[config.mk]
export PLATFORM = sky130hd
export DESIGN_NAME = memoryStage
export DESIGN_NICKNAME = d
export VERILOG_FILES = /design/src/source/mipsPkg.sv /design/src/source/memoryStage.sv
export SDC_FILE = /design/constraint.sdc
export NUM_CORES = 2
export LEC_CHECK = 0
export ABC_CLOCK_PERIOD_IN_PS = 3100
export BUFFER_PORTS_ARGS = -buffer_cell sky130_fd_sc_hd__buf_4
export CAP_MARGIN = 5
export CORE_MARGIN = 5
export CORE_UTILIZATION = 40
export CTS_BUF_LIST = sky130_fd_sc_hd__clkbuf_16
export DETAILED_ROUTE_END_ITERATION = 7
export PLACE_DENSITY_LB_ADDON = 0.05
export SETUP_SLACK_MARGIN = 0.15
export SYNTH_ARGS = -nofsm -noshare
export SYNTH_HDL_FRONTEND = slang
export SYNTH_SLANG_ARGS = --single-unit
[constraint.sdc]
create_clock -name clk -period 3.1 [get_ports clk]
set_input_delay 0.775 -clock clk [delete_from_list [all_inputs] [get_ports clk]]
set_output_delay 0.775 -clock clk [all_outputs]
set_load 0.01 [all_outputs]
[src/source/mipsPkg.sv]
`default_nettype none

package mipsPkg;

    ////////////////////
    // widths and depths
    localparam int dataWidth     = 32;
    localparam int regAddrWidth  = 5;
    localparam int imemDepth     = 256;
    localparam int imemAddrWidth = 8;
    localparam int dmemDepth     = 64;
    localparam int dmemAddrWidth = 6;

    ////////////////////
    // instruction fields, lsb positions
    localparam int opWidth    = 6;   // op and funct
    localparam int immWidth   = 16;
    localparam int opField    = 26;
    localparam int rsField    = 21;
    localparam int rtField    = 16;
    localparam int rdField    = 11;
    localparam int functField = 0;
    localparam int immField   = 0;

    // raw encodings
    localparam logic [opWidth-1:0] opcodeRtype = 6'h00;
    localparam logic [opWidth-1:0] opcodeBeq   = 6'h04;
    localparam logic [opWidth-1:0] opcodeOri   = 6'h0d;
    localparam logic [opWidth-1:0] opcodeLui   = 6'h0f;
    localparam logic [opWidth-1:0] opcodeLw    = 6'h23;
    localparam logic [opWidth-1:0] opcodeSw    = 6'h2b;
    localparam logic [opWidth-1:0] functAddu   = 6'h21;
    localparam logic [opWidth-1:0] functSubu   = 6'h23;

    ////////////////////
    typedef enum logic [2:0] {
        opNop,
        opAddu,
        opSubu,
        opOri,
        opLui,
        opLw,
        opSw,
        opBeq
    } opcodeT;

    typedef enum logic [1:0] {
        aluAdd,
        aluSub,
        aluOr
    } aluOpT;

    typedef enum logic [1:0] {
        resAlu,
        resMem,
        resImm
    } resultSrcT;

    typedef logic [1:0] tnewT; // cycles until result exists

    // which value a stage writes back or forwards
    function automatic resultSrcT resultSrcOf(input opcodeT op);
        case (op)
            opLw:    return resMem;
            opLui:   return resImm;
            default: return resAlu;
        endcase
    endfunction

endpackage

`default_nettype wire

[src/source/memoryStage.sv]
`timescale 1ns/1ps
`default_nettype none

module memoryStage (
    input  logic                             clk,
    input  logic                             rst,
    input  mipsPkg::opcodeT                  eOp,
    input  logic [mipsPkg::dataWidth-1:0]    ePc,
    input  logic [mipsPkg::regAddrWidth-1:0] eDst,
    input  logic [mipsPkg::regAddrWidth-1:0] eRtAddr,
    input  logic [mipsPkg::dataWidth-1:0]    eAluOut,
    input  logic [mipsPkg::dataWidth-1:0]    eRtData,
    input  logic [mipsPkg::dataWidth-1:0]    eImm,
    input  logic [mipsPkg::regAddrWidth-1:0] wDst,
    input  logic [mipsPkg::dataWidth-1:0]    wData,
    output mipsPkg::opcodeT                  mOp,
    output logic [mipsPkg::dataWidth-1:0]    mPc,
    output logic [mipsPkg::regAddrWidth-1:0] mDst,
    output logic [mipsPkg::dataWidth-1:0]    mAluOut,
    output logic [mipsPkg::dataWidth-1:0]    mImm,
    output logic [mipsPkg::dataWidth-1:0]    mMemData,
    output logic [mipsPkg::dataWidth-1:0]    mFwdData,
    output mipsPkg::tnewT                    mTnew,
    output logic                             storeValid,
    output logic [mipsPkg::dataWidth-1:0]    storeAddr,
    output logic [mipsPkg::dataWidth-1:0]    storeData
);

    logic [mipsPkg::dataWidth-1:0]     dmem [mipsPkg::dmemDepth];
    logic [mipsPkg::regAddrWidth-1:0]  rtAddr;
    logic [mipsPkg::dataWidth-1:0]     rtData;
    logic [mipsPkg::dmemAddrWidth-1:0] wordAddr;

    always_ff @(posedge clk) begin
        if (rst) begin
            mOp  <= mipsPkg::opNop;
            mDst <= '0;
        end else begin
            mOp  <= eOp;
            mDst <= eDst;
        end
    end

    always_ff @(posedge clk) begin
        mPc     <= ePc;
        rtAddr  <= eRtAddr;
        mAluOut <= eAluOut;
        rtData  <= eRtData;
        mImm    <= eImm;
    end

    // load just reaching writeback feeds a following sw
    assign storeData = (rtAddr == '0) ? '0 :
                       (rtAddr == wDst) ? wData : rtData;

    assign storeValid = (mOp == mipsPkg::opSw);
    assign storeAddr  = mAluOut;
    assign wordAddr   = mAluOut[mipsPkg::dmemAddrWidth+1:2];

    ////////////////////
    // data memory
    always_ff @(posedge clk) begin
        if (rst) begin
            for (int i = 0; i < mipsPkg::dmemDepth; i++) begin
                dmem[i] <= '0;
            end
        end else if (storeValid) begin
            dmem[wordAddr] <= storeData;
        end
    end

    assign mMemData = dmem[wordAddr];

    assign mFwdData = (mipsPkg::resultSrcOf(mOp) == mipsPkg::resImm) ? mImm : mAluOut;
    assign mTnew    = (mOp == mipsPkg::opLw) ? 2'd1 : 2'd0;

endmodule

`default_nettype wire

==> run metrics <==
status=complete, but fails checks; failing checks=negative setup slack; leading cell types by count after synthesis=nor2_1 (2,117), edfxtp_1 (2,048), nand2_1 (376); DP HPWL=231.8 mm; CP Class=reg2out; area delta synth->final=26.99%; slew margin rel.=0.4335; area leader, netlist=edfxtp_1; endpoints failing hold=0; Slew @ Worst Pin=0.8497 ns; layout cells sized above 1=0.2875; final setup fails=70; GR Overflow Total=0; number of global-route vias before repair=63.22k; Yosys reg bits=2,189; initial antenna violation count=8; Setup Skew=0.03146 ns; Pins Over Slew Limit=0; count leader, synth=nor2_1; Post-synth EDFFs=2,048; Port Buffer Count=413; core footprint=0.2325 mm²; Final Instance Area=0.1186 mm²; share of the synthesized area in the top cell type=0.6586; ys async rst share=0; die width=493.2 µm; clk_lat worst skew=0.89 ns; CTS H-tree lvls=4; Layout Nets=8,201; PD cells=568.1 mW/mm²; clk sinks=2,189; worst path arrival time=3.72 ns; Final period util=1.451; HP Class=in2reg; CP max FO=25; final hold slack=0.06557 ns; Req. time, crit path=2.32 ns; synth unique cells=53; Mean Syn Cell Area=13.23 µm²; vias=64.33k; Final Critical Period=4.499 ns; clock-pin slew on the worst setup and hold paths=0.06 ns; endpoint type of the worst setup path=primary output; ranking of synthesized cells by area=edfxtp_1 (66%), nor2_1 (8.5%), mux4_2 (6.2%); Max IR drop VDD=0.5051 mV; final setup margin=-1.399 ns; Max Fclk=0.2223 GHz; Initial Util=0.4016; vias per inst=5.706; # rows=177; TritonCTS clock tree=yes; crit start category=flop; Tot GR Track Use=0.2884; clk buf depth=3; syn_nets=7,237; first-pass GRT wire length=499.4 mm; placed cell area=0.1055 mm²; final WL=357.7 mm; RePlAce Congestion=0.8595; MaxCap Viol Count=0; DR iter-0 viols=7,124; RSZ-0062 raised after global routing=yes; largest net degree at the start of global routing=73; Lkg Pwr=45.74 nW; die height=493.2 µm; register area share after synthesis=0.6888; synthesized area=0.09338 mm²; Yosys warning count=0; Total Power=67.36 mW; TritonCTS Buffers=239; drt wl/cell=31.73 µm; drt pass-1 iters=6; Post-DRT Antenna Nets=0; ys flop type=edfxtp_1; die area=0.2432 mm²; DR DRC count=0; Root Buffer=clkbuf_16; io pins=415; Post-Synthesis Cells=7,057
==> routing by layer <==
layer | routed length (µm) | vias up | GRT usage
met4 | 10010 | 2 | 0.07785
li1 | - | 27430 | -
met2 | 164200 | 2689 | 0.4465
met5 | 13 | - | 0
met3 | 28230 | 372 | 0.04942
met1 | 155200 | 33835 | 0.4226
==> where the power goes <==
group	leakage (nW)	total, mW	internal [mW]	switching (mW)
Sequential	23.2	33.2	33.0	0.274
Clock	3.84	26.9	14.9	12.0
Combinational	18.7	7.18	2.79	4.40
==> what timing repair did <==
item / in CTS / in global routing
endpoints found under the hold margin: 131 / 0
setup endpoints to repair: 355 / 141
cloned: 15 / 6
hold buffers: 131 / 0
gates resized for setup: 475 / 160
pin swaps: 119 / 111
buffers inserted: 92 / 44
==> path summary, 6_finish.rpt <==
| path | endpoint | from | slack, ns | cells after the start |
|---|---|---|---|---|
| setup / recovery | mMemData[21] | mAluOut[2] | -1.40 | 10 |
| hold / removal | mAluOut[4] | eAluOut[4] | 0.07 | 1 |
| setup reg to reg | dmem[52][21] | mAluOut[3] | 0.21 | 10 |
| hold reg to reg | dmem[57][21] | rtData[21] | 1.01 | 5 |
==> flip-flops by register name, indices dropped and copies added (netlist names) <==
signal,cells
mOp,3
mAluOut,32
mImm,32
mDst,5
mPc,32
dmem,2048
rtData,32
rtAddr,5
==> cells in the final DEF, fill, tap and decap left out, types with 15 or more instances in the layout <==
master,n
nor2b_1,15
mux2i_1,189
inv_2,31
a31oi_1,27
o22ai_1,60
o21ai_0,80
nand2_1,343
mux4_2,256
buf_6,132
dlygate4sd3_1,131
nor4_4,24
a221oi_1,188
a22oi_1,81
nor2_1,2115
a21oi_2,38
clkbuf_16,251
nand4_1,29
o21ai_1,39
nand2b_1,114
a21o_4,32
nand3_4,17
a22oi_2,43
buf_12,243
clkinv_1,71
dfxtp_1,131
mux2_4,30
buf_4,926
buf_16,22
a31oi_4,15
o22a_1,31
nand2b_2,61
edfxtp_1,2048
nand2_2,26
clkinv_2,38
a21oi_1,72
inv_1,69
==> cell families after synthesis <==
family          Yosys count  share of synthesized area
xor+xnor                  5                  0.0004691
compound gates          768                    0.05648
other cells               1                 0.00004016
flops                  2189                     0.6888
buf+inv                 788                    0.04422
simple gates           2815                     0.1224
mux                     491                    0.08753
==> metrics by stage <==
stage                     setup slack, ns  setup TNS, ns  std cells  utilization
after floorplan                    0.1518              0       7057            -
after global placement             -1.700         -41.61      10532       0.4534
after detailed placement           -1.348         -36.73      10535       0.4536
after CTS                          -1.543         -55.35      11218       0.5044
after global routing               -1.461         -56.93      11270       0.5099
final                              -1.399         -50.07      11273       0.5100
==> critical path, cell delays in order (launching register included) <==
cell     delay [ns]
dfxtp_4        0.40
buf_12         0.18
and3b_2        0.26
buf_12         0.18
a22oi_1        0.16
a31oi_1        0.12
buf_4          0.18
nor4_4         0.48
buf_4          0.21
nand4_1        0.34
buf_4          0.29
==> cell type report <==
cell class                 count  area, µm²
clock inverter               200       1180
timing repair buffer        1475      15610
clock buffer                 245       6131
multi-input combinational   4081      27340
sequential                  2189      64350
tap                         3043       3807
inverter                      35      157.7
antenna                        5      12.51
fill                       20087     114000
No activity file was read; power rests on OpenSTA's default activity.
