[config.mk]
export PLATFORM = sky130hd
export DESIGN_NAME = executeStage
export DESIGN_NICKNAME = d
export VERILOG_FILES = /design/src/source/mipsPkg.sv /design/src/source/executeStage.sv
export SDC_FILE = /design/constraint.sdc
export NUM_CORES = 1
export LEC_CHECK = 0
export BUFFER_PORTS_ARGS = -buffer_cell sky130_fd_sc_hd__buf_2
export CAP_MARGIN = 10
export CORE_AREA = 2 2 155 157
export CTS_BUF_LIST = sky130_fd_sc_hd__clkbuf_8
export DETAILED_ROUTE_END_ITERATION = 7
export DIE_AREA = 0 0 157 159
export PLACE_DENSITY = 0.65
export SLEW_MARGIN = 20
export SYNTH_ARGS = -nofsm -noshare
export SYNTH_HDL_FRONTEND = slang
export SYNTH_SLANG_ARGS = --single-unit
export TNS_END_PERCENT = 1
[constraint.sdc]
create_clock -name clk -period 11.13 [get_ports clk]
set_input_delay 0 -clock clk [delete_from_list [all_inputs] [get_ports clk]]
set_output_delay 0 -clock clk [all_outputs]
set_load 0.03 [all_outputs]
[src/source/mipsPkg.sv]
`default_nettype none

package mipsPkg;

    ////////////////////
    // widths and depths
    localparam int dataWidth     = 32;
    localparam int regAddrWidth  = 5;
    localparam int imemDepth     = 256;
    localparam int imemAddrWidth = 8;
    localparam int dmemDepth     = 64;
    localparam int dmemAddrWidth = 6;

    ////////////////////
    // instruction fields, lsb positions
    localparam int opWidth    = 6;   // op and funct
    localparam int immWidth   = 16;
    localparam int opField    = 26;
    localparam int rsField    = 21;
    localparam int rtField    = 16;
    localparam int rdField    = 11;
    localparam int functField = 0;
    localparam int immField   = 0;

    // raw encodings
    localparam logic [opWidth-1:0] opcodeRtype = 6'h00;
    localparam logic [opWidth-1:0] opcodeBeq   = 6'h04;
    localparam logic [opWidth-1:0] opcodeOri   = 6'h0d;
    localparam logic [opWidth-1:0] opcodeLui   = 6'h0f;
    localparam logic [opWidth-1:0] opcodeLw    = 6'h23;
    localparam logic [opWidth-1:0] opcodeSw    = 6'h2b;
    localparam logic [opWidth-1:0] functAddu   = 6'h21;
    localparam logic [opWidth-1:0] functSubu   = 6'h23;

    ////////////////////
    typedef enum logic [2:0] {
        opNop,
        opAddu,
        opSubu,
        opOri,
        opLui,
        opLw,
        opSw,
        opBeq
    } opcodeT;

    typedef enum logic [1:0] {
        aluAdd,
        aluSub,
        aluOr
    } aluOpT;

    typedef enum logic [1:0] {
        resAlu,
        resMem,
        resImm
    } resultSrcT;

    typedef logic [1:0] tnewT; // cycles until result exists

    // which value a stage writes back or forwards
    function automatic resultSrcT resultSrcOf(input opcodeT op);
        case (op)
            opLw:    return resMem;
            opLui:   return resImm;
            default: return resAlu;
        endcase
    endfunction

endpackage

`default_nettype wire

[src/source/executeStage.sv]
`timescale 1ns/1ps
`default_nettype none

module executeStage (
    input  logic                             clk,
    input  logic                             rst,
    input  logic                             stall,
    input  mipsPkg::opcodeT                  dOp,
    input  logic [mipsPkg::dataWidth-1:0]    dPc,
    input  logic [mipsPkg::regAddrWidth-1:0] dRsAddr,
    input  logic [mipsPkg::regAddrWidth-1:0] dRtAddr,
    input  logic [mipsPkg::regAddrWidth-1:0] dDst,
    input  logic [mipsPkg::dataWidth-1:0]    dRsData,
    input  logic [mipsPkg::dataWidth-1:0]    dRtData,
    input  logic [mipsPkg::dataWidth-1:0]    dImm,
    input  logic [mipsPkg::regAddrWidth-1:0] mDst,
    input  logic [mipsPkg::dataWidth-1:0]    mFwdData,
    input  logic [mipsPkg::regAddrWidth-1:0] wDst,
    input  logic [mipsPkg::dataWidth-1:0]    wData,
    output mipsPkg::opcodeT                  eOp,
    output logic [mipsPkg::dataWidth-1:0]    ePc,
    output logic [mipsPkg::regAddrWidth-1:0] eDst,
    output logic [mipsPkg::regAddrWidth-1:0] eRtAddr,
    output logic [mipsPkg::dataWidth-1:0]    eAluOut,
    output logic [mipsPkg::dataWidth-1:0]    eRtData,
    output logic [mipsPkg::dataWidth-1:0]    eImm,
    output logic [mipsPkg::dataWidth-1:0]    eFwdData,
    output mipsPkg::tnewT                    eTnew
);

    logic [mipsPkg::regAddrWidth-1:0] rsAddr;
    logic [mipsPkg::dataWidth-1:0]    rsData;
    logic [mipsPkg::dataWidth-1:0]    rtData;
    logic [mipsPkg::dataWidth-1:0]    rsFwd;
    logic [mipsPkg::dataWidth-1:0]    aluB;
    mipsPkg::aluOpT                   aluOp;

    always_ff @(posedge clk) begin
        if (rst || stall) begin
            eOp  <= mipsPkg::opNop; // bubble
            eDst <= '0;
        end else begin
            eOp  <= dOp;
            eDst <= dDst;
        end
    end

    always_ff @(posedge clk) begin
        ePc     <= dPc;
        rsAddr  <= dRsAddr;
        eRtAddr <= dRtAddr;
        rsData  <= dRsData;
        rtData  <= dRtData;
        eImm    <= dImm;
    end

    function automatic logic [mipsPkg::dataWidth-1:0] fwdValue(
        input logic [mipsPkg::regAddrWidth-1:0] addr,
        input logic [mipsPkg::dataWidth-1:0]    held
    );
        if (addr == '0) return '0;
        if (addr == mDst) return mFwdData;
        if (addr == wDst) return wData;
        return held;
    endfunction

    ////////////////////
    // ALU
    always_comb begin
        rsFwd   = fwdValue(rsAddr, rsData);
        eRtData = fwdValue(eRtAddr, rtData); // also the store data
        case (eOp)
            mipsPkg::opSubu: aluOp = mipsPkg::aluSub;
            mipsPkg::opOri:  aluOp = mipsPkg::aluOr;
            default:         aluOp = mipsPkg::aluAdd;
        endcase
        aluB = (eOp == mipsPkg::opOri || eOp == mipsPkg::opLw || eOp == mipsPkg::opSw) ?
               eImm : eRtData;
        case (aluOp)
            mipsPkg::aluSub: eAluOut = rsFwd - aluB;
            mipsPkg::aluOr:  eAluOut = rsFwd | aluB;
            default:         eAluOut = rsFwd + aluB;
        endcase
    end

    assign eFwdData = eImm; // only lui is ready here

    always_comb begin
        case (mipsPkg::resultSrcOf(eOp))
            mipsPkg::resMem: eTnew = 2'd2;
            mipsPkg::resAlu: eTnew = 2'd1;
            default:         eTnew = 2'd0;
        endcase
    end

endmodule

`default_nettype wire

==> results.txt <==
- The run finished with clean final reports.
- Setup slack closes at 3450 ps.
* Root buffer cell: sky130_fd_sc_hd__clkbuf_8
* Worst slew slack as a fraction of its limit: 0.279
- Among the stages of the critical path, the cell type that occurs most often is sky130_fd_sc_hd__o21ai_0.
- Detailed-routed wire length on met3: 2880 µm
- Of the total power, the share spent switching nets is 0.422.
- The first global-routing pass estimated 54,100 µm of wire.
- After detailed routing, the average wire length per cell comes to 20.3 µm.
* Die area: 25,000 µm²
- In this run, synthesis inferred 0 flip-flops with an integrated enable.
- For this block, the via count after detailed routing is 9,479.
- Clock period minus worst slack: 7680 ps
* Final Hold Vio Count: 0
- Register bit total from synthesis: 146
* Cell taking the most area after synthesis: sky130_fd_sc_hd__dfxtp_1
- Share of the yosys chip area belonging to registers: 0.350
* Post-synthesis instance area: 8350 µm²
- Detailed Route Iter0 Violations: 906
- Ratio of final minimum period to clock period: 0.690
* Clock network fraction of total power: 0.253
- Number of port buffers: 397
- Number of remaining DRC errors: 0
- Routed metal-1 wire length: 15,600 µm
- For this run, the leading register cell type out of synthesis is sky130_fd_sc_hd__dfxtp_1.
- Max FO, Critical Path: 35
- Summed over all failing endpoints, the final setup total negative slack is 0 ps.
* Io pins: 398
- In this run the vertical extent of the chip is 159 µm.
* RSZ-0062 raised after global routing: no
- Critical path's largest stage delay: 660 ps
* Total Power: 1.81 mW
- The share of total power dissipated in combinational logic is 0.433.
* Most frequent cell after synthesis: sky130_fd_sc_hd__dfxtp_1
- The HPWL after detailed placement is 27,500 µm.
* Layout area overhead: 47.3%
- Routed wire length: 36,600 µm
* PwrDens: 147 nW/µm²
- The region available for standard cell placement spans 23,200 µm².
- Counting flops with an async set or reset pin after synthesis yields a share of 0.
- Type of the worst setup path: register to output port
- Post-cts sizing count: 0
- Post-Synthesis Cells: 975
- Fraction of final layout cells with drive strength greater than 1: 0.315
* DR vias/cell: 5.25
- Largest cells by area after synthesis: sky130_fd_sc_hd__dfxtp_1, sky130_fd_sc_hd__mux2i_1, sky130_fd_sc_hd__ha_1
- Counting the fill cells in the layout gives 2,140.
- Antenna violations before repair: 1
* Total congestion overflow: 0
- For this configuration, the core starts out at a cell density of 0.360.
- Worst min path class: input pin to register
- The die is 157 µm wide.
- FF+latch area: 2920 µm²
* Post-synth net total: 1,232
- In the detailed route, the total length drawn on met2 is 17,200 µm.
* Avg Synthesized Cell Area: 8.56 µm²
- Ranked by instance count, the synthesized netlist is headed by sky130_fd_sc_hd__dfxtp_1, sky130_fd_sc_hd__nor2_1, sky130_fd_sc_hd__nand2_1, sky130_fd_sc_hd__a21oi_1, sky130_fd_sc_hd__mux2i_1.
- For this design the total switching power over the nets is 0.765 mW.
- On the critical path, the stage with the largest delay is an instance of sky130_fd_sc_hd__or4b_2.
- Entering global routing, the biggest net connects 70 pins.
- The multi-input combinational cells in the finished layout cover a total of 4920 µm².
* Total CTS buffers: 17
- The critical path goes through xor2_1 -> a21o_1 -> buf_4 -> nor2_1 -> nand2_1 -> o221ai_1 -> or4_1 -> or4_4 -> o21ai_0 -> xnor2_1 -> ha_1 -> and3_1 -> a31oi_1 -> o211ai_1 -> o41ai_1 -> o21ai_0 -> or4b_2 -> a31oi_1 -> xor2_1 -> o21ai_0 -> buf_2.
- The count of cells in the finished layout, fillers not included, comes to 1,805.
- Top cell type's share of synthesized area: 0.350
* Worst setup slack after placement: 4040 ps
- Cell Rows: 56
* Count of synthesis-stage warnings from yosys: 0
- For this run, the total global-route usage over all layers was measured as 0.284.
- Part of the total power dissipated in sequential elements: 0.313
- The first detailed-routing pass took 5 iterations.
- At the end of routability-driven placement, the weighted congestion stood at 0.943.
- Number of failing setup endpoints in the final timing report: 0
* Clock slew at reported path FFs: 110 ps
- The via count of the first global-routing pass is 9,366.
* Number of max-slew violations in the final report: 0
- Worst slew pin tran: 1080 ps
* Placed cells: 1,618
- Highest attainable clock frequency: 130 MHz
- Maximum buffer depth of the clock tree: 2
* Count of H-tree levels built during CTS: 4
- Max-cap violations: 0
- Leak pwr: 5.87 nW
- STA classifies the critical path startpoint as a register.
- Crit. End Element: output port
- The synthesized netlist contains 59 unique library cells.
- Data required time of the critical path: 11,130 ps
- In this run the top signal layer used is met4.
- Peak supply drop: 0.0846 mV
- CTS tree: built
- Number of nets in the layout: 1,729
- The count of nets left with antenna violations once routing finished came out at 0.
- CTS sink cnt: 146
* Data arrival time of the critical path: 7680 ps
* Internal Dissipation: 1.05 mW
==> critical path, delay by kind of cell (launching register included) <==
| kind | cells | cell delay [ps] |
|---|---|---|
| fa+ha+maj | 1 | 300 |
| flops | 1 | 460 |
| buf+inv | 2 | 610 |
| simple gates | 6 | 2830 |
| compound gates | 9 | 2480 |
| xor+xnor | 3 | 520 |
==> cell usage in the layout (no fill, tap or decap), types with 5 or more instances in the layout <==
master / netlist / routed
sky130_fd_sc_hd__nand2_1: 71 / 71
sky130_fd_sc_hd__o21ai_0: 51 / 51
sky130_fd_sc_hd__inv_8: 0 / 5
sky130_fd_sc_hd__nor3_1: 25 / 25
sky130_fd_sc_hd__and3_1: 7 / 7
sky130_fd_sc_hd__and2_1: 14 / 14
sky130_fd_sc_hd__a31oi_1: 7 / 7
sky130_fd_sc_hd__a21oi_1: 60 / 59
sky130_fd_sc_hd__xor2_1: 36 / 36
sky130_fd_sc_hd__o221a_2: 13 / 13
sky130_fd_sc_hd__o221ai_1: 5 / 5
sky130_fd_sc_hd__mux2i_1: 54 / 54
sky130_fd_sc_hd__nand2b_1: 5 / 5
sky130_fd_sc_hd__buf_4: 35 / 9
sky130_fd_sc_hd__o211ai_1: 10 / 10
sky130_fd_sc_hd__ha_1: 33 / 33
sky130_fd_sc_hd__buf_2: 6 / 397
sky130_fd_sc_hd__nor2b_1: 6 / 5
sky130_fd_sc_hd__a21boi_0: 8 / 8
sky130_fd_sc_hd__o21a_1: 6 / 6
sky130_fd_sc_hd__or3_1: 12 / 12
sky130_fd_sc_hd__clkbuf_8: 0 / 17
sky130_fd_sc_hd__o31ai_1: 9 / 9
sky130_fd_sc_hd__dfxtp_1: 146 / 146
sky130_fd_sc_hd__nor2_1: 103 / 101
sky130_fd_sc_hd__a32o_1: 7 / 7
sky130_fd_sc_hd__a211oi_1: 51 / 51
sky130_fd_sc_hd__xnor2_1: 40 / 40
sky130_fd_sc_hd__a21o_1: 19 / 19
sky130_fd_sc_hd__inv_1: 13 / 14
sky130_fd_sc_hd__nand3_1: 41 / 39
sky130_fd_sc_hd__dlygate4sd3_1: 0 / 154
==> what timing repair did <==
item,4_1_cts,5_1_grt
hold endpoints to repair,146,0
hold buffers,154,0
buffers inserted,0,0
==> power groups by stage <==
stage | Combinational (mW) | Clock (mW) | Sequential [mW]
2_1_floorplan | 0.485 | 0 | 0.602
3_3_place_gp | 0.729 | 0 | 0.579
3_5_place_dp | 0.733 | 0 | 0.579
4_1_cts | 0.778 | 0.466 | 0.567
5_1_grt | 0.840 | 0.483 | 0.570
6_report | 0.785 | 0.459 | 0.568
==> kinds of logic (layout without fill, tap and decap cells) <==
| group | Yosys count | after routing | synth area share |
|---|---|---|---|
| compound gates | 267 | 267 | 0.220 |
| xor+xnor | 76 | 76 | 0.0797 |
| fa+ha+maj | 34 | 34 | 0.0518 |
| buf+inv | 95 | 605 | 0.0640 |
| mux | 57 | 57 | 0.0688 |
| flops | 146 | 146 | 0.350 |
| simple gates | 300 | 300 | 0.166 |
| other cells | 0 | 1 | 0 |
==> routing by layer <==
layer  global-route usage  up-vias
met4               0.0855        0
met1                0.381     4438
met5                    0        -
met3               0.0569       67
met2                0.461      483
li1                     -     4491
==> metrics by stage <==
| stage | instance area [µm²] | hold slack, ps | utilization |
|---|---|---|---|
| 2_1_floorplan | 8350 | 27.7 | - |
| 3_3_place_gp | 10300 | 102 | 0.446 |
| 3_5_place_dp | 10300 | 104 | 0.446 |
| 4_1_cts | 12300 | 145 | 0.530 |
| 5_1_grt | 12300 | 148 | 0.530 |
| 6_report | 12300 | 165 | 0.530 |
==> path summary, 6_finish.rpt <==
kind	from	end	slack [ps]	cells after the start
max	eOp[0]$_SDFF_PP0_	eAluOut[30]	3450	21
min	dImm[7]	eFwdData[7]$_DFF_P_	170	2
==> registers in the layout, summed over array words and instances (netlist names) <==
register	count
rsData	32
rtData	32
eRtAddr	5
eFwdData	32
eOp	3
rsAddr	5
eDst	5
ePc	32
==> layout make-up <==
class | instances | area share
diodes | 1 | 0.000203
well taps | 319 | 0.0325
flip-flops and latches | 146 | 0.238
multi-input cells | 734 | 0.400
clock inverters | 15 | 0.0143
repair buffers | 560 | 0.292
inverters | 13 | 0.00397
clock buffers | 17 | 0.0190
Power figures use the tool's default switching activity.
