`src/source/mipsPkg.sv`:
```
`default_nettype none

package mipsPkg;

    ////////////////////
    // widths and depths
    localparam int dataWidth     = 32;
    localparam int regAddrWidth  = 5;
    localparam int imemDepth     = 256;
    localparam int imemAddrWidth = 8;
    localparam int dmemDepth     = 64;
    localparam int dmemAddrWidth = 6;

    ////////////////////
    // instruction fields, lsb positions
    localparam int opWidth    = 6;   // op and funct
    localparam int immWidth   = 16;
    localparam int opField    = 26;
    localparam int rsField    = 21;
    localparam int rtField    = 16;
    localparam int rdField    = 11;
    localparam int functField = 0;
    localparam int immField   = 0;

    // raw encodings
    localparam logic [opWidth-1:0] opcodeRtype = 6'h00;
    localparam logic [opWidth-1:0] opcodeBeq   = 6'h04;
    localparam logic [opWidth-1:0] opcodeOri   = 6'h0d;
    localparam logic [opWidth-1:0] opcodeLui   = 6'h0f;
    localparam logic [opWidth-1:0] opcodeLw    = 6'h23;
    localparam logic [opWidth-1:0] opcodeSw    = 6'h2b;
    localparam logic [opWidth-1:0] functAddu   = 6'h21;
    localparam logic [opWidth-1:0] functSubu   = 6'h23;

    ////////////////////
    typedef enum logic [2:0] {
        opNop,
        opAddu,
        opSubu,
        opOri,
        opLui,
        opLw,
        opSw,
        opBeq
    } opcodeT;

    typedef enum logic [1:0] {
        aluAdd,
        aluSub,
        aluOr
    } aluOpT;

    typedef enum logic [1:0] {
        resAlu,
        resMem,
        resImm
    } resultSrcT;

    typedef logic [1:0] tnewT; // cycles until result exists

    // which value a stage writes back or forwards
    function automatic resultSrcT resultSrcOf(input opcodeT op);
        case (op)
            opLw:    return resMem;
            opLui:   return resImm;
            default: return resAlu;
        endcase
    endfunction

endpackage

`default_nettype wire

```
`src/source/decodeStage.sv`:
```
`timescale 1ns/1ps
`default_nettype none

module decodeStage (
    input  logic                             clk,
    input  logic                             rst,
    input  logic [mipsPkg::dataWidth-1:0]    fInstr,
    input  logic [mipsPkg::dataWidth-1:0]    fPc,
    input  logic [mipsPkg::regAddrWidth-1:0] eDst,
    input  logic [mipsPkg::dataWidth-1:0]    eFwdData,
    input  mipsPkg::tnewT                    eTnew,
    input  logic [mipsPkg::regAddrWidth-1:0] mDst,
    input  logic [mipsPkg::dataWidth-1:0]    mFwdData,
    input  mipsPkg::tnewT                    mTnew,
    input  logic [mipsPkg::regAddrWidth-1:0] wDst,
    input  logic [mipsPkg::dataWidth-1:0]    wData,
    output logic                             stall,
    output logic                             branchTaken,
    output logic [mipsPkg::dataWidth-1:0]    branchTarget,
    output mipsPkg::opcodeT                  dOp,
    output logic [mipsPkg::dataWidth-1:0]    dPc,
    output logic [mipsPkg::regAddrWidth-1:0] dRsAddr,
    output logic [mipsPkg::regAddrWidth-1:0] dRtAddr,
    output logic [mipsPkg::regAddrWidth-1:0] dDst,
    output logic [mipsPkg::dataWidth-1:0]    dRsData,
    output logic [mipsPkg::dataWidth-1:0]    dRtData,
    output logic [mipsPkg::dataWidth-1:0]    dImm
);

    logic [mipsPkg::dataWidth-1:0] rf [2**mipsPkg::regAddrWidth];
    logic [mipsPkg::opWidth-1:0]   opRaw;
    logic [mipsPkg::opWidth-1:0]   funct;
    logic [mipsPkg::immWidth-1:0]  imm;
    mipsPkg::tnewT                 tuseRs;
    mipsPkg::tnewT                 tuseRt;
    logic                          rsStall;
    logic                          rtStall;

    assign opRaw   = fInstr[mipsPkg::opField +: mipsPkg::opWidth];
    assign funct   = fInstr[mipsPkg::functField +: mipsPkg::opWidth];
    assign imm     = fInstr[mipsPkg::immField +: mipsPkg::immWidth];
    assign dRsAddr = fInstr[mipsPkg::rsField +: mipsPkg::regAddrWidth];
    assign dRtAddr = fInstr[mipsPkg::rtField +: mipsPkg::regAddrWidth];
    assign dPc     = fPc;

    always_comb begin
        case (opRaw)
            mipsPkg::opcodeRtype: begin
                dOp = (funct == mipsPkg::functAddu) ? mipsPkg::opAddu :
                      (funct == mipsPkg::functSubu) ? mipsPkg::opSubu : mipsPkg::opNop;
            end
            mipsPkg::opcodeOri: dOp = mipsPkg::opOri;
            mipsPkg::opcodeLui: dOp = mipsPkg::opLui;
            mipsPkg::opcodeLw:  dOp = mipsPkg::opLw;
            mipsPkg::opcodeSw:  dOp = mipsPkg::opSw;
            mipsPkg::opcodeBeq: dOp = mipsPkg::opBeq;
            default:            dOp = mipsPkg::opNop; // unknown word
        endcase
    end

    always_comb begin
        case (dOp)
            mipsPkg::opAddu, mipsPkg::opSubu: begin
                dDst = fInstr[mipsPkg::rdField +: mipsPkg::regAddrWidth];
            end
            mipsPkg::opOri, mipsPkg::opLui, mipsPkg::opLw: dDst = dRtAddr;
            default: dDst = '0; // sw, beq, nop write nothing
        endcase
        case (dOp)
            mipsPkg::opOri: dImm = {16'b0, imm};
            mipsPkg::opLui: dImm = {imm, 16'b0};
            default:        dImm = {{16{imm[15]}}, imm};
        endcase
    end

    ////////////////////
    // register file, written from writeback
    always_ff @(posedge clk) begin
        if (rst) begin
            for (int i = 0; i < 2**mipsPkg::regAddrWidth; i++) begin
                rf[i] <= '0;
            end
        end else if (wDst != '0) begin
            rf[wDst] <= wData;
        end
    end

    // newest producer wins
    function automatic logic [mipsPkg::dataWidth-1:0] fwdValue(
        input logic [mipsPkg::regAddrWidth-1:0] addr
    );
        if (addr == '0) return '0;
        if (addr == eDst) return eFwdData;
        if (addr == mDst) return mFwdData;
        if (addr == wDst) return wData; // write before read
        return rf[addr];
    endfunction

    always_comb begin
        dRsData = fwdValue(dRsAddr);
        dRtData = fwdValue(dRtAddr);
    end

    ////////////////////
    // Tuse per source, 3 means never read
    always_comb begin
        tuseRs = 2'd3;
        tuseRt = 2'd3;
        case (dOp)
            mipsPkg::opBeq: begin
                tuseRs = 2'd0;
                tuseRt = 2'd0;
            end
            mipsPkg::opAddu, mipsPkg::opSubu: begin
                tuseRs = 2'd1;
                tuseRt = 2'd1;
            end
            mipsPkg::opOri, mipsPkg::opLw: tuseRs = 2'd1;
            mipsPkg::opSw: begin
                tuseRs = 2'd1; // address in execute
                tuseRt = 2'd2; // store data in memory
            end
            default: ;
        endcase
    end

    assign rsStall = (dRsAddr != '0) &&
                     ((dRsAddr == eDst && tuseRs < eTnew) || (dRsAddr == mDst && tuseRs < mTnew));
    assign rtStall = (dRtAddr != '0) &&
                     ((dRtAddr == eDst && tuseRt < eTnew) || (dRtAddr == mDst && tuseRt < mTnew));
    assign stall   = rsStall || rtStall;

    assign branchTaken  = (dOp == mipsPkg::opBeq) && (dRsData == dRtData) && !stall;
    assign branchTarget = fPc + 32'd4 + {dImm[29:0], 2'b00}; // from delay slot pc

endmodule

`default_nettype wire

```
`config.mk`:
```
export PLATFORM = sky130hd
export DESIGN_NAME = decodeStage
export DESIGN_NICKNAME = d
export VERILOG_FILES = /design/src/source/mipsPkg.sv /design/src/source/decodeStage.sv
export SDC_FILE = /design/constraint.sdc
export NUM_CORES = 2
export LEC_CHECK = 0
export ABC_AREA = 0
export BUFFER_PORTS_ARGS = -buffer_cell sky130_fd_sc_hd__buf_2
export CORE_MARGIN = 8
export CORE_UTILIZATION = 57
export CTS_CLUSTER_DIAMETER = 30
export DETAILED_ROUTE_END_ITERATION = 7
export GPL_ROUTABILITY_DRIVEN = 0
export PLACE_DENSITY_LB_ADDON = 0.12
export SLEW_MARGIN = 40
export SYNTH_ARGS = -nofsm -noshare
export SYNTH_HDL_FRONTEND = slang
export SYNTH_SLANG_ARGS = --single-unit
```
`constraint.sdc`:
```
create_clock -name clk -period 5.3 [get_ports clk]
set_input_delay 0 -clock clk [delete_from_list [all_inputs] [get_ports clk]]
set_output_delay 0 -clock clk [all_outputs]
set_load 0.05 [all_outputs]
```
==> results.rst <==
.. list-table::
   :header-rows: 1

   * - Metric
     - Value
   * - Result of the run
     - complete, but fails checks
   * - Violated checks
     - setup timing
   * - Crit path launch
     - rf[15][27]
   * - Share of cells above drive strength 1
     - 0.3069
   * - Most frequent standard cell in the layout excluding fill and tap cells
     - sky130_fd_sc_hd__edfxtp_1
   * - Start point of the worst min-delay path
     - fPc[1]
   * - GR Overflow Total
     - 0
   * - Via count of the first global-routing pass
     - 43,910
   * - Largest fanout of any net on the critical path
     - 2
   * - Synthesis-to-layout area growth
     - 18.52%
   * - Leakage power
     - 25.80 nW
   * - CP delay by family, top
     - multiplexers
   * - Initial antenna violation count
     - 33
   * - Largest registers
     - rf: 1024 flops
   * - Hold depth
     - 0
   * - Setup-violating endpoint count in the final report
     - 1
   * - Final hold slack
     - between 0.00003 and 0.00004 ns
   * - Transition time at the pin with the least slew margin
     - between 0.9 and 1 ns
   * - Vias/cell
     - 7.186
   * - # DRC
     - 0
   * - Core utilization of the finished layout
     - 0.6806
   * - Minimum clock period
     - 5.427 ns
   * - Port Buffer Count
     - approximately 350
   * - Cell Count Post-Placement
     - 5,815
   * - Post-route ant nets
     - 0
   * - Share of the clock period used by the worst path
     - 1.024
   * - Max-capacitance violation count
     - 0
   * - Final hold viol count
     - 0
   * - Most flops, register
     - rf
   * - Worst endpoint required time
     - 5.30 ns
   * - CP most frequent cell
     - sky130_fd_sc_hd__buf_4
   * - Count of boundary I/O pins
     - roughly 360
   * - Area of the die
     - 114,700 um^2
   * - Synthesis-stage register bit count
     - 1,024
   * - Sequential area share after synthesis
     - 0.5181
   * - Number of iterations in the first detailed-routing pass
     - 6
   * - Worst-case clock buffer depth
     - 3
   * - P per Cell Area
     - 392.5 nW/um^2
   * - First-pass GRT wire length
     - 326,200 um
   * - Number of pins exceeding their max-slew limit in the final report
     - 0
   * - Maximum number of pins on one net before global-route repair
     - 58
   * - WL per Instance
     - 37.68 um
   * - Core area
     - 103,300 um^2
   * - Critical path buffers and inverters
     - 4
   * - Critical Setup Path Class
     - flop to output pin
   * - Sum of negative setup slack
     - -0.1272 ns
   * - Root buffer cell
     - sky130_fd_sc_hd__clkbuf_16
   * - Total CTS buffers
     - 213
   * - Worst Hold Path EP
     - dPc[1]
   * - Critical path capture point type
     - output pin
   * - Clock tree from TritonCTS
     - built
   * - Post-synth EDFFs
     - between 1,000 and 1,500
   * - Unrepaired setup endpoints after global routing
     - no
   * - Dominant synthesized flop cell
     - sky130_fd_sc_hd__edfxtp_1
   * - Initial core utilization
     - 0.5743
   * - Clock net sink count
     - 1,024
   * - Number of standard cells in the layout, taps in and fillers out
     - 6,273
   * - Number of H-tree levels
     - 4
   * - CTS clock-pin slew for the worst setup and hold paths
     - approximately 0.05 ns
   * - Horizontal extent of the die
     - 338.7 um
   * - Slew headroom
     - 0.3264
   * - Slowest cell delay on critical path
     - 0.61 ns
   * - Die Ht
     - between 300 and 400 um
   * - Leading cell types in the layout, fill and taps excluded
     - sky130_fd_sc_hd__edfxtp_1 (1,024), sky130_fd_sc_hd__and2_1 (1,001), sky130_fd_sc_hd__mux4_2 (483), sky130_fd_sc_hd__buf_2 (345), sky130_fd_sc_hd__clkbuf_16 (216)
   * - Overall power
     - 27.61 mW
   * - Post-synthesis area per instance
     - 13.73 um^2
   * - Startpoint type of the worst setup path
     - flop
   * - Critical Path Slowest Stage Cell
     - sky130_fd_sc_hd__or4_1
   * - Number of vias in the routed layout
     - 45,080
   * - Arrival time reported for the critical path endpoint
     - 5.43 ns
   * - Post-synthesis instance area
     - 59,350 um^2
   * - Distinct cells, synth
     - 76
   * - Maximum vdd ir drop
     - 307.7 uV
   * - Final HPWL DP
     - 143,200 um
   * - Initial DRC Count
     - 8,454
   * - Post-synthesis instance total
     - 4,324
   * - GR Util All Layers
     - 0.4005
   * - Layout net count
     - 4,926
   * - Number of warnings printed during yosys synthesis
     - 0
   * - Maximum clock frequency
     - 0.1843 GHz
   * - Worst path setup slack after routing
     - -0.1272 ns
   * - Cells traversed along the worst timing path
     - mux4_2, mux4_2, nand2_1, o21ai_0, buf_4, mux2i_1, a21oi_1, xnor2_2, nand4_1, buf_4, or4_1, nor4_2, buf_4, buf_12
   * - Number of flip-flops under the largest register name
     - 1,024
   * - Overall routed net length
     - 236,400 um
   * - Worst hold path type
     - input pin to output pin
   * - Async set or reset register ratio after synthesis
     - 0
   * - Number of standard-cell rows in the floorplan
     - 118
[through the flow]
step | worst slack, ns | cell area [um^2]
final | -0.1272 | 70340
after floorplan | 0.07618 | 59470
after global placement | 0.3469 | 62520
after CTS | 0.002166 | 70250
after global routing | 0.002738 | 70280
after detailed placement | 0.3370 | 62560
[routing by layer]
layer / track usage / part of all wire / vias to the layer above
met5: 0.001699 / 0.00017 / -
li1: - / - / 17350
met3: 0.1618 / 0.17 / 1050
met2: 0.5814 / 0.43 / 4622
met1: 0.5028 / 0.32 / 22050
met4: 0.2438 / 0.072 / 6
[cell type report]
| class | instances | area (um^2) |
|---|---|---|
| inverter | 38 | 142.6 |
| clock inverter | 153 | 1847 |
| clock buffer | 244 | 5510 |
| timing repair buffer | 582 | 3697 |
| sequential | 1024 | 30750 |
| fill | 7207 | 33010 |
| tap | 1380 | 1727 |
| antenna | 28 | 70.07 |
| multi-input combinational | 2824 | 26600 |
[power breakdown]
group / total, mW / internal [mW] / switching (mW)
Combinational: 4.35 / 1.44 / 2.91
Sequential: 9.66 / 9.42 / 0.241
Clock: 13.6 / 8.97 / 4.63
[worst max path at each step]
stage               cells past startpoint  slack [ns]               end
floorplan                              19        0.08  branchTarget[31]
global placement                       19        0.35       branchTaken
detailed placement                     15        0.34       branchTaken
CTS                                    12       0.002       branchTaken
global route                           14       0.003       branchTaken
finish                                 14       -0.13       branchTaken
[cell usage after synthesis, drive strengths merged, types with 25 or more instances]
| cell | instances | area share |
|---|---|---|
| edfxtp | 1024 | 0.52 |
| and2 | 1003 | 0.11 |
| mux4 | 483 | 0.18 |
| clkbuf | 289 | 0.018 |
| buf | 180 | 0.021 |
| a22oi | 122 | 0.015 |
| mux2i | 115 | 0.019 |
| nor2 | 113 | 0.0072 |
| nand2 | 112 | 0.0071 |
| a21oi | 102 | 0.0086 |
| o21ai | 89 | 0.0075 |
| xnor2 | 63 | 0.0093 |
| ha | 61 | 0.013 |
| o22ai | 47 | 0.0050 |
| nor3 | 45 | 0.0038 |
| nor2b | 42 | 0.0044 |
| inv | 38 | 0.0024 |
| or2 | 37 | 0.0039 |
| a211oi | 36 | 0.0046 |
| nand3 | 36 | 0.0030 |
| xor2 | 25 | 0.0037 |
[kinds of logic (layout without fill, tap and decap cells)]
family,Yosys count,count (layout),share of synthesized area
AND/OR/NAND/NOR,1467,1467,0.1442
buffers and inverters,507,1017,0.04153
AO/OA/AOI/OAI,563,563,0.06461
other,1,60,0.00006318
adder cells (fa/ha/maj),62,62,0.01320
XOR/XNOR,88,88,0.01299
multiplexers,612,612,0.2053
flip-flops,1024,1024,0.5181
[repair_timing]
action                                  4_1_cts  5_1_grt
buffers inserted                              0        0
gates resized for setup                       0        2
endpoints found under the setup margin        0        1
hold buffers                                 33        0
endpoints found under the hold margin      1004        0
Note: power is estimated with default switching activity, not from simulation.
